[src/common/ctrlUnit_cfg.svh]
`ifndef CTRL_UNIT_CFG_SVH
`define CTRL_UNIT_CFG_SVH

`define CU_WORD_W       32      // Instruction word width
`define CU_STEP_W       3       // Step counter width

`define CU_DP_STEPS     1       // Data processing execute steps
`define CU_LOAD_STEPS   2       // Address steps ahead of load memory wait
`define CU_STORE_STEPS  3       // Address steps ahead of store memory wait
`define CU_B_STEPS      1       // Branch
`define CU_BL_STEPS     2       // Link write, then PC write

`define CU_OP_TST       4'b1000 // Test group opcodes
`define CU_OP_TEQ       4'b1001

`define CU_CLASS_LSB    25      // Format field is [27:25]
`define CU_OP_LSB       21      // Opcode field is [24:21]
`define CU_SBIT         20      // S bit, also L bit of load/store
`define CU_PBIT         24      // Pre-index, also link bit of branch
`define CU_UBIT         23      // Add offset
`define CU_BBIT         22      // Byte access
`define CU_WBIT         21      // Base write-back
`define CU_SHREG_BIT    4       // Set for register-specified shift

`endif

[src/common/ctrlPkg.sv]
`include "ctrlUnit_cfg.svh"

package ctrlPkg;

	typedef logic [`CU_WORD_W-1:0] instrWord_t;    // Fetched instruction
	typedef logic [`CU_STEP_W-1:0] stepCount_t;    // Remaining execute steps
	typedef logic [2:0]            fmtField_t;     // Format bits [27:25]
	typedef logic [3:0]            opcode_t;       // Data processing opcode

	// Sequencer phases, one fetch/decode/execute pass per instruction
	typedef enum logic [2:0] {
		phReset,
		phFetchAddr,
		phFetchReq,
		phFetchWait,    // Held until moc
		phDecode,
		phExec,         // Runs for execSteps cycles
		phMemWait,      // Load/store data access
		phWriteback     // Loads only
	} ctrlPhase_t;

	typedef enum logic [2:0] {
		clsDataImm,     // Immediate operand
		clsDataReg,     // Register shifted by immediate
		clsDataTest,    // Flags only
		clsLoad,
		clsStore,
		clsBranch,
		clsBranchLink,
		clsUnsupported
	} instrClass_t;

endpackage

[src/hdl/controlSequencer.sv]
`timescale 1ns/10ps

module controlSequencer (
	input  logic                 clk,
	input  logic                 rstN,
	input  logic                 moc,
	input  logic                 cond,
	input  ctrlPkg::instrClass_t instrClass,
	input  logic                 lastStep,
	output ctrlPkg::ctrlPhase_t  phase,
	output logic                 stepLoad,
	output logic                 stepEn,
	output logic                 skipped,
	output logic                 badInstr
);

	ctrlPkg::ctrlPhase_t nextPhase;
	logic                isMemClass;

	assign isMemClass = (instrClass == ctrlPkg::clsLoad) ||
		(instrClass == ctrlPkg::clsStore);

	always_ff @(posedge clk) begin
		if (!rstN) begin
			phase <= ctrlPkg::phReset;
		end else begin
			phase <= nextPhase;
		end
	end

	// Decode outcome, condition checked ahead of the class
	assign skipped  = (phase == ctrlPkg::phDecode) && !cond;
	assign badInstr = (phase == ctrlPkg::phDecode) && cond &&
		(instrClass == ctrlPkg::clsUnsupported);
	assign stepLoad = (phase == ctrlPkg::phDecode) && cond &&
		(instrClass != ctrlPkg::clsUnsupported);
	assign stepEn   = (phase == ctrlPkg::phExec);

	always_comb begin
		nextPhase = phase;     // Hold by default
		case (phase)
			ctrlPkg::phReset:     nextPhase = ctrlPkg::phFetchAddr;
			ctrlPkg::phFetchAddr: nextPhase = ctrlPkg::phFetchReq;
			ctrlPkg::phFetchReq:  nextPhase = ctrlPkg::phFetchWait;
			ctrlPkg::phFetchWait: begin
				if (moc) begin
					nextPhase = ctrlPkg::phDecode;
				end
			end
			ctrlPkg::phDecode: begin
				if (stepLoad) begin
					nextPhase = ctrlPkg::phExec;
				end else begin
					nextPhase = ctrlPkg::phFetchAddr;   // Skipped or bad
				end
			end
			ctrlPkg::phExec: begin
				if (lastStep) begin
					nextPhase = isMemClass ? ctrlPkg::phMemWait : ctrlPkg::phFetchAddr;
				end
			end
			ctrlPkg::phMemWait: begin
				if (moc) begin
					// Only a load has data to write back
					if (instrClass == ctrlPkg::clsLoad) begin
						nextPhase = ctrlPkg::phWriteback;
					end else begin
						nextPhase = ctrlPkg::phFetchAddr;
					end
				end
			end
			ctrlPkg::phWriteback: nextPhase = ctrlPkg::phFetchAddr;
			default:              nextPhase = ctrlPkg::phFetchAddr;
		endcase
	end

endmodule

[src/hdl/stepCounter.sv]
`timescale 1ns/10ps

module stepCounter (
	input  logic                clk,
	input  logic                rstN,
	input  logic                stepLoad,
	input  logic                stepEn,
	input  ctrlPkg::stepCount_t execSteps,
	output logic                lastStep
);

	ctrlPkg::stepCount_t count;    // Steps left, current one included

	always_ff @(posedge clk) begin
		if (!rstN) begin
			count <= '0;
		end else if (stepLoad) begin
			count <= execSteps;
		end else if (stepEn && (count != '0)) begin
			count <= count - 1'b1;
		end
	end

	// Valid in the same cycle as the count
	assign lastStep = (count == ctrlPkg::stepCount_t'(1));

endmodule

[src/decode/instrDecoder.sv]
`timescale 1ns/10ps
`include "ctrlUnit_cfg.svh"

module instrDecoder (
	input  logic                 clk,
	input  logic                 rstN,
	input  logic                 irLoad,
	input  ctrlPkg::instrWord_t  instrWord,
	output ctrlPkg::instrClass_t instrClass,
	output logic                 setFlags,
	output logic                 byteAccess,
	output logic                 addOffset,
	output logic                 writeBack,
	output ctrlPkg::stepCount_t  execSteps
);

	ctrlPkg::instrWord_t ir;
	ctrlPkg::fmtField_t  fmt;
	ctrlPkg::opcode_t    opcode;
	logic                isTest;
	logic                shiftByReg;

	always_ff @(posedge clk) begin
		if (!rstN) begin
			ir <= '0;
		end else if (irLoad) begin
			ir <= instrWord;
		end
	end

	assign fmt        = ir[`CU_CLASS_LSB+2:`CU_CLASS_LSB];
	assign opcode     = ir[`CU_OP_LSB+3:`CU_OP_LSB];
	assign isTest     = (opcode == `CU_OP_TST) || (opcode == `CU_OP_TEQ);
	assign shiftByReg = ir[`CU_SHREG_BIT];

	// Format table, anything not listed is reported as bad
	always_comb begin
		case (fmt)
			3'b000: begin
				if (shiftByReg) begin
					instrClass = ctrlPkg::clsUnsupported;   // Register shift, extra ld/st
				end else begin
					instrClass = isTest ? ctrlPkg::clsDataTest : ctrlPkg::clsDataReg;
				end
			end
			3'b001: instrClass = isTest ? ctrlPkg::clsDataTest : ctrlPkg::clsDataImm;
			3'b010: instrClass = ir[`CU_SBIT] ? ctrlPkg::clsLoad : ctrlPkg::clsStore;
			3'b011: begin
				if (shiftByReg) begin
					instrClass = ctrlPkg::clsUnsupported;   // Media space
				end else begin
					instrClass = ir[`CU_SBIT] ? ctrlPkg::clsLoad : ctrlPkg::clsStore;
				end
			end
			3'b101: instrClass = ir[`CU_PBIT] ? ctrlPkg::clsBranchLink : ctrlPkg::clsBranch;
			default: instrClass = ctrlPkg::clsUnsupported;  // LDM/STM and the rest
		endcase
	end

	assign setFlags   = ir[`CU_SBIT];
	assign byteAccess = ir[`CU_BBIT];
	assign addOffset  = ir[`CU_UBIT];

	// Post-indexed always updates the base, pre-indexed only with W
	assign writeBack  = !ir[`CU_PBIT] || ir[`CU_WBIT];

	always_comb begin
		case (instrClass)
			ctrlPkg::clsDataImm,
			ctrlPkg::clsDataReg,
			ctrlPkg::clsDataTest:   execSteps = ctrlPkg::stepCount_t'(`CU_DP_STEPS);
			ctrlPkg::clsLoad:       execSteps = ctrlPkg::stepCount_t'(`CU_LOAD_STEPS);
			ctrlPkg::clsStore:      execSteps = ctrlPkg::stepCount_t'(`CU_STORE_STEPS);
			ctrlPkg::clsBranch:     execSteps = ctrlPkg::stepCount_t'(`CU_B_STEPS);
			ctrlPkg::clsBranchLink: execSteps = ctrlPkg::stepCount_t'(`CU_BL_STEPS);
			default:                execSteps = '0;     // Never executed
		endcase
	end

endmodule

[src/hdl/microOpGen.sv]
`timescale 1ns/10ps

module microOpGen (
	input  ctrlPkg::ctrlPhase_t  phase,
	input  ctrlPkg::instrClass_t instrClass,
	input  logic                 setFlags,
	input  logic                 writeBack,
	input  logic                 lastStep,
	input  logic                 moc,
	output logic                 memRead,
	output logic                 memWrite,
	output logic                 irLoad,
	output logic                 regWrite,
	output logic                 flagWrite,
	output logic                 baseWrite,
	output logic                 pcWrite,
	output logic                 linkWrite,
	output logic                 instrDone
);

	logic inExec;
	logic inMemWait;
	logic isLoad;
	logic isStore;
	logic isAluWrite;     // Data processing with a destination register
	logic isBranch;
	logic memDone;

	assign inExec     = (phase == ctrlPkg::phExec);
	assign inMemWait  = (phase == ctrlPkg::phMemWait);
	assign isLoad     = (instrClass == ctrlPkg::clsLoad);
	assign isStore    = (instrClass == ctrlPkg::clsStore);
	assign isAluWrite = (instrClass == ctrlPkg::clsDataImm) ||
		(instrClass == ctrlPkg::clsDataReg);
	assign isBranch   = (instrClass == ctrlPkg::clsBranch) ||
		(instrClass == ctrlPkg::clsBranchLink);
	assign memDone    = inMemWait && moc;

	assign memRead   = (phase == ctrlPkg::phFetchReq) || (phase == ctrlPkg::phFetchWait) ||
		(inMemWait && isLoad);
	assign memWrite  = inMemWait && isStore;
	assign irLoad    = (phase == ctrlPkg::phFetchWait) && moc;     // Latch fetched word

	assign regWrite  = (inExec && isAluWrite) || (phase == ctrlPkg::phWriteback);
	assign flagWrite = inExec &&
		((instrClass == ctrlPkg::clsDataTest) || (isAluWrite && setFlags));
	assign baseWrite = memDone && writeBack;

	// BL runs two steps, link goes first
	assign linkWrite = inExec && !lastStep && (instrClass == ctrlPkg::clsBranchLink);
	assign pcWrite   = inExec && lastStep && isBranch;

	assign instrDone = (inExec && lastStep && !isLoad && !isStore) ||
		(memDone && isStore) || (phase == ctrlPkg::phWriteback);

endmodule

[src/hdl/ctrlUnit.sv]
`timescale 1ns/10ps

module ctrlUnit (
	input  logic               clk,
	input  logic               rstN,
	input  ctrlPkg::instrWord_t instrWord,
	input  logic               moc,
	input  logic               cond,
	output ctrlPkg::ctrlPhase_t phase,
	output ctrlPkg::instrClass_t instrClass,
	output logic               memRead,
	output logic               memWrite,
	output logic               irLoad,
	output logic               regWrite,
	output logic               flagWrite,
	output logic               baseWrite,
	output logic               pcWrite,
	output logic               linkWrite,
	output logic               byteAccess,
	output logic               addOffset,
	output logic               instrDone,
	output logic               skipped,
	output logic               badInstr
);

	logic                stepLoad;
	logic                stepEn;
	logic                lastStep;
	logic                setFlags;
	logic                writeBack;
	ctrlPkg::stepCount_t execSteps;

	controlSequencer controlSequencer_i (
		.clk(clk), .rstN(rstN), .moc(moc), .cond(cond), .instrClass(instrClass),
		.lastStep(lastStep), .phase(phase), .stepLoad(stepLoad), .stepEn(stepEn),
		.skipped(skipped), .badInstr(badInstr)
	);

	stepCounter stepCounter_i (
		.clk(clk), .rstN(rstN), .stepLoad(stepLoad), .stepEn(stepEn),
		.execSteps(execSteps), .lastStep(lastStep)
	);

	instrDecoder instrDecoder_i (
		.clk(clk), .rstN(rstN), .irLoad(irLoad), .instrWord(instrWord),
		.instrClass(instrClass), .setFlags(setFlags), .byteAccess(byteAccess),
		.addOffset(addOffset), .writeBack(writeBack), .execSteps(execSteps)
	);

	microOpGen microOpGen_i (
		.phase(phase), .instrClass(instrClass), .setFlags(setFlags),
		.writeBack(writeBack), .lastStep(lastStep), .moc(moc),
		.memRead(memRead), .memWrite(memWrite), .irLoad(irLoad),
		.regWrite(regWrite), .flagWrite(flagWrite), .baseWrite(baseWrite),
		.pcWrite(pcWrite), .linkWrite(linkWrite), .instrDone(instrDone)
	);

endmodule

[config.mk]
export PLATFORM = sky130hd
export DESIGN_NAME = ctrlUnit
export DESIGN_NICKNAME = d
export VERILOG_FILES = /design/src/common/ctrlPkg.sv /design/src/hdl/controlSequencer.sv /design/src/hdl/stepCounter.sv /design/src/decode/instrDecoder.sv /design/src/hdl/microOpGen.sv /design/src/hdl/ctrlUnit.sv
export VERILOG_INCLUDE_DIRS = /design/src /design/src/common
export SDC_FILE = /design/constraint.sdc
export NUM_CORES = 1
export LEC_CHECK = 0
export ABC_CLOCK_PERIOD_IN_PS = 4000
export CORE_MARGIN = 1
export CORE_UTILIZATION = 38
export CTS_BUF_LIST = sky130_fd_sc_hd__clkbuf_8
export CTS_CLUSTER_SIZE = 12
export DETAILED_ROUTE_END_ITERATION = 6
export DONT_BUFFER_PORTS = 1
export PLACE_DENSITY = 0.6
export SYNTH_ARGS = -nofsm -noshare
export SYNTH_HDL_FRONTEND = slang
export SYNTH_SLANG_ARGS = --single-unit
[constraint.sdc]
create_clock -name clk -period 4 [get_ports clk]
set_input_delay 0.8 -clock clk [delete_from_list [all_inputs] [get_ports clk]]
set_output_delay 0.8 -clock clk [all_outputs]
set_load 0.02 [all_outputs]
==> impl_metrics.py, run 1 <==
metrics = {
    "worst_setup_path": {
        "worst-path-max-fanout": 14,
        "crit_type": "register to primary output",
        "r2r_slack_ns": 2.01,
        "crit_family": "simple AND/OR/NAND/NOR gates",
        "crit_chain": "nand2b_1 -> o22ai_1 -> and3_4 -> inv_2 -> or3_1 -> a211oi_1",
        "r2r_cells": 5,
        "critPathSlowestCell": "a211oi_1",
        "cp-start-kind": "register",
        "critical-path-max-stage-delay_ns": 0.64,
        "cp-endpoint": "pcWrite",
        "r2r-start": "controlSequencer_i.phase[2]$_SDFFE_PN0P_",
        "cp.required_ns": 3.20,
        "arrival_ns": 2.47,
        "cp.depth": 6,
        "cp-startpoint": "instrDecoder_i.ir[26]$_SDFFE_PN0P_",
        "worst-path-buf-inv": 1,
        "rr_endpoint": "instrDecoder_i.ir[24]$_SDFFE_PN0P_",
        "critPathCaptureType": "primary output",
    },
    "routing": {
        "dr.pass1.iters": 4,
        "vias": 1027,
        "wl_met2_um": 1171,
        "ant_nets": 0,
        "drtIter0Drc": 34,
        "routed.top_layer": "met4",
        "wire_per_inst_um": 13.93,
        "drc": 0,
        "wl_met1_um": 1179,
        "drt-total-wl_um": 2508,
        "wl_met3_um": 138,
        "routed_via_density": 5.706,
    },
    "min_path": {
        "min_from": "instrDecoder_i.ir[21]$_SDFFE_PN0P_",
        "hold_class": "register to register",
    },
    "global_routing": {
        "overflow": 0,
        "grt_use_total": 0.1706,
        "antenna_found_initial": 0,
        "grt_pass1_vias": 905,
        "grt_pass1_wl_um": 4340,
        "grt_start_max_net_pins": 15,
    },
    "cells_and_area": {
        "final_common_cell": "nand2_1",
        "final_cell_mix": "nand2_1 (31), a21oi_1 (15), dfxtp_1 (15), o21ai_0 (7)",
        "final_cell_area_um2": 1155,
        "fin_nets": 189,
        "utilization": 0.4152,
        "drive_gt1_frac": 0.09396,
        "diodes": 0,
        "area_growth_pct": 3.360,
    },
    "synthesis": {
        "synth-edff-count": 0,
        "synth_fa_ha_area_frac": 0.04255,
        "yosys.area_share.simple": 0.3371,
        "yosys.cell_types.count": 46,
        "synth_top_family_by_area": "simple AND/OR/NAND/NOR gates",
        "synth_cells": 153,
        "synth_area_per_cell_um2": 7.303,
        "ys_warn_count": 0,
        "muxShareOfSynthArea": 0,
        "synth_ff_type": "dfxtp_1",
        "synth-xor-area-share": 0.01568,
        "ys_seq_area_frac": 0.2688,
        "synth_seq_cells": 15,
        "async_flop_share": 0,
        "netlist_area_um2": 1117,
        "synth_compound_area_frac": 0.2609,
        "syn_nets": 192,
    },
    "pwr": {
        "finalPower_uw": 343.0,
        "vdd_drop_max_v": 0.0002123,
        "leakage_nw": 0.3787,
        "power_density_nw_per_um2": 297.0,
    },
    "cts": {
        "post_cts_buffers": 0,
        "clock_path_buffers": 2,
        "cts.sinks": 15,
        "clkLatencyLatePin_ns": 0.25,
        "clk_pin_slew_ns": 0.07,
        "cts-hold-fix-buffers": 0,
        "cts_root_buf": "clkbuf_8",
        "cts_resized": 0,
        "numCtsBuffers": 3,
        "htreeDepth": 1,
        "cts_tree": "done",
    },
    "place": {
        "dp_hpwl_um": 1965,
        "place_ws_ns": 1.021,
        "gp_congestion": 0.8476,
        "port_buffers": 0,
        "postPlaceCellArea_um2": 1106,
    },
    "floorplanning": {
        "ioPinCount": 55,
        "rows": 19,
        "die_h_um": 56.23,
        "dieArea_um2": 3161,
        "start_util": 0.4017,
        "core-area_um2": 2781,
        "die_w_um": 56.23,
    },
    "timing": {
        "fin_worst_skew_ns": 0.006525,
        "post-route-period-util": 0.8181,
        "fin_ws_ns": 0.7277,
        "layout_min_cycle_time_ns": 3.272,
        "worstMarginPinSlew_ns": 0.8823,
        "fmax_mhz": 305.6,
        "hold_viol": 0,
        "setup_violations": 0,
        "maxSlewHeadroom": 0.4063,
        "slew_violations": 0,
        "grt_setup_unrepaired": "false",
        "fin_setup_tns_ns": 0,
    },
    "job": {
        "drv_cap": 0,
    },
    "outcome": {
        "status": "finished, final reports clean",
    },
}
## worst reg2reg max path: stages, from the launching register on
cell      delay, ns
dfxtp_1        0.68
nor2b_1        0.16
nand3_1        0.34
clkinv_1       0.44
nand2_1        0.19
a21oi_1        0.07
## power breakdown
| part | leakage, nW | internal (mW) | switching, mW |
|---|---|---|---|
| Clock | 0.0217 | 0.0700 | 0.0573 |
| Sequential | 0.122 | 0.154 | 0.0155 |
| Combinational | 0.235 | 0.0174 | 0.0288 |
## kinds of logic after synthesis
logic type | after synthesis
buffers and inverters | 17
XOR/XNOR | 2
AND/OR/NAND/NOR | 72
flip-flops | 15
adder cells (fa/ha/maj) | 4
AO/OA/AOI/OAI | 43
## Yosys cell counts, types with 2 or more instances
cell type | count | share of area
o21ai_1 | 3 | 0.013
buf_2 | 4 | 0.018
dfxtp_1 | 15 | 0.27
inv_1 | 6 | 0.020
buf_6 | 2 | 0.020
o21ai_2 | 2 | 0.016
clkbuf_1 | 2 | 0.0067
nand2_1 | 31 | 0.10
nor2_1 | 6 | 0.020
nand3_1 | 4 | 0.018
nand2b_1 | 6 | 0.034
ha_1 | 3 | 0.034
or3_1 | 2 | 0.011
o21ai_0 | 7 | 0.031
nor3_1 | 3 | 0.013
inv_2 | 2 | 0.0067
a211oi_1 | 2 | 0.013
nor2b_1 | 6 | 0.034
nor3b_1 | 3 | 0.020
and3_1 | 3 | 0.017
a21oi_1 | 15 | 0.067
nand3b_1 | 2 | 0.013
## flip-flops by register name, summed over array words and instances (netlist names)
register                  flops
controlSequencer_i.phase      3
stepCounter_i.count           3
instrDecoder_i.ir             9
## per-stage QoR
step / hold slack (ns) / instances
floorplan: 0.4363 / 153
global placement: 0.4456 / 176
detailed placement: 0.4573 / 176
CTS: 0.4677 / 180
global route: 0.4897 / 180
finish: 0.4636 / 180
## worst min path at each step
stage / endpoint / slack, ns / cells after the start
finish: instrDecoder_i.ir[21]$_SDFFE_PN0P_ / 0.46 / 2
global route: instrDecoder_i.ir[21]$_SDFFE_PN0P_ / 0.49 / 2
CTS: instrDecoder_i.ir[21]$_SDFFE_PN0P_ / 0.47 / 2
detailed placement: instrDecoder_i.ir[21]$_SDFFE_PN0P_ / 0.46 / 2
global placement: instrDecoder_i.ir[21]$_SDFFE_PN0P_ / 0.45 / 2
floorplan: instrDecoder_i.ir[21]$_SDFFE_PN0P_ / 0.44 / 2
## metal layers
| layer | vias up | track usage |
|---|---|---|
| li1 | 532 | - |
| met4 | 0 | 0.03136 |
| met1 | 466 | 0.2251 |
| met2 | 27 | 0.2721 |
| met5 | - | 0 |
| met3 | 2 | 0.05814 |
## area by class of cell
| type | count | area (um2) |
|---|---|---|
| Sequential cell | 15 | 300.3 |
| Fill cell | 282 | 1627 |
| Tap cell | 31 | 38.79 |
| Inverter | 9 | 33.78 |
| Multi-Input combinational cell | 121 | 733.2 |
| Clock inverter | 1 | 7.507 |
| Clock buffer | 3 | 41.29 |
Power figures use the tool's default switching activity.
==> run 2: changes to the inputs <==
ABC_CLOCK_PERIOD_IN_PS = 2800   (was 4000)
PLACE_DENSITY = 0.62   (was 0.6)
clock period = 2.8 ns   (was 4 ns; I/O delays follow)
==> run 2 against run 1 <==
  * Largest power group unchanged
  * Core utilization up 3.0 points
  * Non-clock buffer count up 11
  * Via count up 4.6%
  * Wire length up 3.6%
  * Total power up 44%
  * Critical path depth up 1
  * Sequential share of layout area down 1.5 points
  * Die area unchanged
  * Clock skew down 0.0019 ns
==> impl_metrics.py, run 2 (same netlist as run 1, synthesis figures left out) <==
metrics = {
    "global_routing": {
        "overflow": 0,
        "grt_start_max_net_pins": 14,
        "grt_pass1_vias": 992,
        "grt_use_total": 0.1756,
        "grt_pass1_wl_um": 4395,
        "antenna_found_initial": 0,
    },
    "place": {
        "port_buffers": 0,
        "gp_congestion": 0.7922,
        "dp_hpwl_um": 2001,
    },
    "job": {
        "drv_cap": 0,
    },
    "cts": {
        "numCtsBuffers": 3,
        "cts.sinks": 15,
        "post_cts_buffers": 0,
        "cts_root_buf": "clkbuf_8",
        "clkLatencyLatePin_ns": 0.25,
        "cts_tree": "done",
        "clk_pin_slew_ns": 0.06,
        "clock_path_buffers": 2,
        "htreeDepth": 1,
    },
    "routing": {
        "routed_via_density": 5.623,
        "drc": 0,
        "drt-total-wl_um": 2598,
        "wire_per_inst_um": 13.60,
        "vias": 1074,
        "ant_nets": 0,
        "dr.pass1.iters": 4,
        "drtIter0Drc": 26,
    },
    "worst_setup_path": {
        "r2r-start": "instrDecoder_i.ir[22]$_SDFFE_PN0P_",
        "crit_chain": "and2_1 -> o21ai_2 -> and3_4 -> inv_2 -> or3_1 -> a211oi_1 -> buf_4",
        "r2r_cells": 7,
        "rr_endpoint": "controlSequencer_i.phase[2]$_SDFFE_PN0P_",
        "critical-path-max-stage-delay_ns": 0.38,
        "cp-start-kind": "register",
        "cp.required_ns": 2.24,
        "critPathSlowestCell": "dfxtp_1",
        "r2r_slack_ns": 0.97,
        "critPathCaptureType": "primary output",
        "cp-startpoint": "instrDecoder_i.ir[4]$_SDFFE_PN0P_",
        "crit_type": "register to primary output",
        "arrival_ns": 2.06,
        "cp-endpoint": "pcWrite",
        "worst-path-max-fanout": 11,
    },
    "floorplanning": {
        "start_util": 0.4017,
        "die_h_um": 56.23,
        "ioPinCount": 55,
        "die_w_um": 56.23,
        "dieArea_um2": 3161,
        "core-area_um2": 2781,
        "rows": 19,
    },
    "cells_and_area": {
        "area_growth_pct": 10.75,
        "final_common_cell": "nand2_1",
        "reg_top3": "instrDecoder_i.ir: 9 flops, controlSequencer_i.phase: 3 flops, stepCounter_i.count: 3 flops",
        "final_cell_mix": "nand2_1 (31), a21oi_1 (15), dfxtp_1 (13), buf_4 (11), o21ai_0 (7)",
        "fin_nets": 200,
        "drive_gt1_frac": 0.1688,
        "diodes": 0,
        "largest_register": "instrDecoder_i.ir",
        "fillers": 297,
        "largest_reg_flops": 9,
    },
    "pwr": {
        "vdd_drop_max_v": 0.0003369,
        "power_density_nw_per_um2": 398.0,
        "finalPower_uw": 492.5,
        "leakage_nw": 0.4409,
    },
    "timing": {
        "worstMarginPinSlew_ns": 0.6289,
        "maxSlewHeadroom": 0.5775,
        "hold_viol": 0,
        "setup_violations": 0,
        "slew_violations": 0,
        "fin_worst_skew_ns": 0.004668,
        "layout_min_cycle_time_ns": 2.616,
        "fin_setup_tns_ns": 0,
        "grt_setup_unrepaired": "false",
        "fmax_mhz": 382.2,
        "post-route-period-util": 0.9344,
    },
    "min_path": {
        "hold_class": "input pin to register",
    },
    "outcome": {
        "status": "finished, final reports clean",
    },
}
## run 2: cell types whose count changed in the layout (fill, tap and decap cells not counted), sizes merged
cell / delta
clkinv: +1
buf: +11
clkinvlp: -1
## run 2: worst min-delay path by stage
stage          slack (ns)  depth (start not counted)                                from                                 end
4_1_cts              0.43                          2                       instrWord[22]  instrDecoder_i.ir[22]$_SDFFE_PN0P_
2_1_floorplan        0.44                          2  instrDecoder_i.ir[21]$_SDFFE_PN0P_  instrDecoder_i.ir[21]$_SDFFE_PN0P_
3_5_place_dp         0.46                          2  instrDecoder_i.ir[21]$_SDFFE_PN0P_  instrDecoder_i.ir[21]$_SDFFE_PN0P_
6_report             0.43                          2                       instrWord[27]  instrDecoder_i.ir[27]$_SDFFE_PN0P_
5_1_grt              0.44                          2                       instrWord[25]  instrDecoder_i.ir[25]$_SDFFE_PN0P_
3_3_place_gp         0.44                          2  instrDecoder_i.ir[21]$_SDFFE_PN0P_  instrDecoder_i.ir[21]$_SDFFE_PN0P_
## run 2: area by class of cell
cell class | count | area [um2] | share of cell area
inverters | 9 | 33.78 | 0.02730
flip-flops and latches | 15 | 302.8 | 0.2447
multi-input cells | 121 | 733.2 | 0.5925
clock buffers | 3 | 41.29 | 0.03337
well taps | 31 | 38.79 | 0.03134
clock inverters | 1 | 5.005 | 0.004044
repair buffers | 11 | 82.58 | 0.06673
## run 2: critical path, delay by kind of cell, from the launching register on
kind	cells	cell delay (ns)
AO/OA/AOI/OAI	2	0.36
AND/OR/NAND/NOR	3	0.77
buffers and inverters	2	0.29
flip-flops	1	0.38
## run 2: timing repair
item / CTS / global route
endpoints found under the setup margin: 0 / 3
resized for setup: 0 / 2
hold buffers: 0 / 0
## run 2: metal layers
metal  wire length, um  global-route usage  up-vias  part of all wire
met3               175             0.04651        5             0.067
li1                  -                   -      557                 -
met4                43             0.07317        0             0.017
met1              1158              0.2186      485              0.45
met2              1220              0.2857       27              0.47
met5                 0                   0        -                 0
## run 2: power breakdown
part           total [mW]  internal [mW]  switching [mW]
Clock               0.181         0.0988          0.0822
Combinational      0.0708         0.0275          0.0433
Sequential          0.241          0.220          0.0205
Total               0.492          0.346           0.146
## run 2: per-stage QoR
| step | cells | hold slack (ns) | util | worst slack [ns] | instance area [um2] |
|---|---|---|---|---|---|
| 2_1_floorplan | 153 | 0.4363 | - | 0.3601 | 1117 |
| 3_3_place_gp | 187 | 0.4443 | 0.4274 | 0.3579 | 1189 |
| 3_5_place_dp | 187 | 0.4554 | 0.4274 | 0.3751 | 1189 |
| 4_1_cts | 191 | 0.4306 | 0.4440 | 0.06467 | 1235 |
| 5_1_grt | 191 | 0.4375 | 0.4449 | 0.004535 | 1237 |
| 6_report | 191 | 0.4327 | 0.4449 | 0.1837 | 1237 |
==> run 3: changes to the inputs <==
CORE_UTILIZATION = 34   (was 38)
PLACE_DENSITY = 0.58   (was 0.62)
==> run 3 against run 2 <==
  * Fmax down 2.2%
  * Sequential share of layout area down 0.32 points
  * Clock power about the same
  * Combinational power about the same
  * Flip-flop and latch count unchanged
  * Die area up 11%
==> impl_metrics.py, run 3 (same netlist as run 1, synthesis figures left out) <==
metrics = {
    "outcome": {
        "status": "finished, final reports clean",
    },
    "floorplanning": {
        "die_h_um": 59.33,
        "rows": 20,
        "die_w_um": 59.33,
        "core-area_um2": 3078,
        "dieArea_um2": 3519,
        "start_util": 0.3630,
        "ioPinCount": 55,
    },
    "worst_setup_path": {
        "r2r_cells": 7,
        "r2r-start": "instrDecoder_i.ir[22]$_SDFFE_PN0P_",
        "cp-start-kind": "register",
        "crit_type": "register to primary output",
        "cp.required_ns": 2.24,
        "arrival_ns": 2.12,
        "r2r_slack_ns": 0.95,
        "critPathCaptureType": "primary output",
        "rr_endpoint": "controlSequencer_i.phase[2]$_SDFFE_PN0P_",
        "critPathSlowestCell": "dfxtp_1",
        "critical-path-max-stage-delay_ns": 0.37,
        "crit_chain": "and2_1 -> o21ai_2 -> and3_4 -> inv_2 -> or3_1 -> a211oi_1 -> buf_4",
        "worst-path-max-fanout": 11,
    },
    "cells_and_area": {
        "final_cell_mix": "nand2_1 (31), a21oi_1 (15), dfxtp_1 (13), buf_4 (11), o21ai_0 (7)",
        "reg_top3": "instrDecoder_i.ir: 9 flops, controlSequencer_i.phase: 3 flops, stepCounter_i.count: 3 flops",
        "multi_input_area_um2": 733.2,
        "largest_register": "instrDecoder_i.ir",
        "final_common_cell": "nand2_1",
        "drive_gt1_frac": 0.1688,
        "utilization": 0.4073,
        "fin_nets": 200,
        "area_growth_pct": 12.21,
        "largest_reg_flops": 9,
        "finalNonFillerCells": 204,
        "fillers": 321,
        "final_cell_area_um2": 1254,
        "seqCellArea_um2": 302.8,
        "diodes": 0,
    },
    "timing": {
        "hold_slack_ns": 0.4370,
        "fmax_mhz": 373.7,
        "setup_violations": 0,
        "post-route-period-util": 0.9557,
        "maxSlewHeadroom": 0.5816,
        "fin_ws_ns": 0.1240,
        "worstMarginPinSlew_ns": 0.6228,
        "fin_worst_skew_ns": 0.004486,
        "layout_min_cycle_time_ns": 2.676,
        "grt_setup_unrepaired": "false",
        "fin_setup_tns_ns": 0,
        "hold_viol": 0,
        "slew_violations": 0,
    },
    "global_routing": {
        "grt_start_max_net_pins": 14,
        "antenna_found_initial": 0,
        "grt_use_total": 0.1569,
        "grt_pass1_vias": 926,
        "grt_pass1_wl_um": 4257,
        "overflow": 0,
    },
    "job": {
        "drv_cap": 0,
    },
    "routing": {
        "drtIter0Drc": 32,
        "drc": 0,
        "dr.pass1.iters": 4,
        "ant_nets": 0,
        "wire_per_inst_um": 12.97,
        "drt-total-wl_um": 2646,
        "vias": 1062,
        "routed_via_density": 5.206,
    },
    "place": {
        "place_ws_ns": 0.3231,
        "postPlaceCellArea_um2": 1205,
        "place_inst": 200,
        "port_buffers": 0,
        "gp_congestion": 0.7808,
        "dp_hpwl_um": 2027,
    },
    "min_path": {
        "hold_class": "input pin to register",
        "hold_path_depth": 2,
        "min_from": "instrWord[27]",
        "whs_endpoint": "instrDecoder_i.ir[27]$_SDFFE_PN0P_",
    },
    "cts": {
        "clock_path_buffers": 2,
        "cts.sinks": 15,
        "cts_tree": "done",
        "numCtsBuffers": 3,
        "clkLatencyLatePin_ns": 0.25,
        "cts_root_buf": "clkbuf_8",
        "post_cts_buffers": 0,
        "clk_pin_slew_ns": 0.06,
        "htreeDepth": 1,
    },
    "pwr": {
        "vdd_drop_max_v": 0.0002428,
        "power_density_nw_per_um2": 390.3,
        "finalPower_uw": 489.3,
        "leakage_nw": 0.4409,
    },
}
## run 3: final cells by class
| class | count | area share |
|---|---|---|
| Multi-Input combinational cell | 121 | 0.5848 |
| Clock inverter | 1 | 0.003992 |
| Inverter | 9 | 0.02695 |
| Timing Repair Buffer | 11 | 0.06587 |
| Clock buffer | 3 | 0.03293 |
| Sequential cell | 15 | 0.2415 |
| Tap cell | 44 | 0.04391 |
## run 3: worst max path at each step
| stage | startpoint | end | slack, ns | depth (start not counted) |
|---|---|---|---|---|
| 2_1_floorplan | instrDecoder_i.ir[22]$_SDFFE_PN0P_ | flagWrite | 0.36 | 5 |
| 3_3_place_gp | instrDecoder_i.ir[25]$_SDFFE_PN0P_ | pcWrite | 0.36 | 7 |
| 3_5_place_dp | instrDecoder_i.ir[25]$_SDFFE_PN0P_ | pcWrite | 0.32 | 7 |
| 4_1_cts | instrDecoder_i.ir[25]$_SDFFE_PN0P_ | pcWrite | 0.04 | 7 |
| 5_1_grt | instrDecoder_i.ir[25]$_SDFFE_PN0P_ | pcWrite | 0.02 | 7 |
| 6_report | instrDecoder_i.ir[4]$_SDFFE_PN0P_ | pcWrite | 0.12 | 7 |
## run 3: worst max-delay path: cells and delay by family (launching register included)
family	cells	cell delay [ns]
simple gates	3	0.77
compound gates	2	0.41
flops	1	0.37
buf+inv	2	0.31
## run 3: power breakdown
group          internal (mW)  switching (mW)
logic                 0.0275          0.0434
clock network         0.0986          0.0793
registers              0.220          0.0203
## run 3: timing repair
action	in CTS	in global routing
hold endpoints to repair	0	0
hold buffers	0	0
endpoints found under the setup margin	0	3
gates resized for setup	0	2
## run 3: layer usage
layer,GRT usage,vias to the layer above,part of all wire
met5,0,-,0
met4,0.05102,0,0.0079
met3,0.03057,2,0.033
met2,0.2408,18,0.46
met1,0.2193,490,0.50
li1,-,552,-
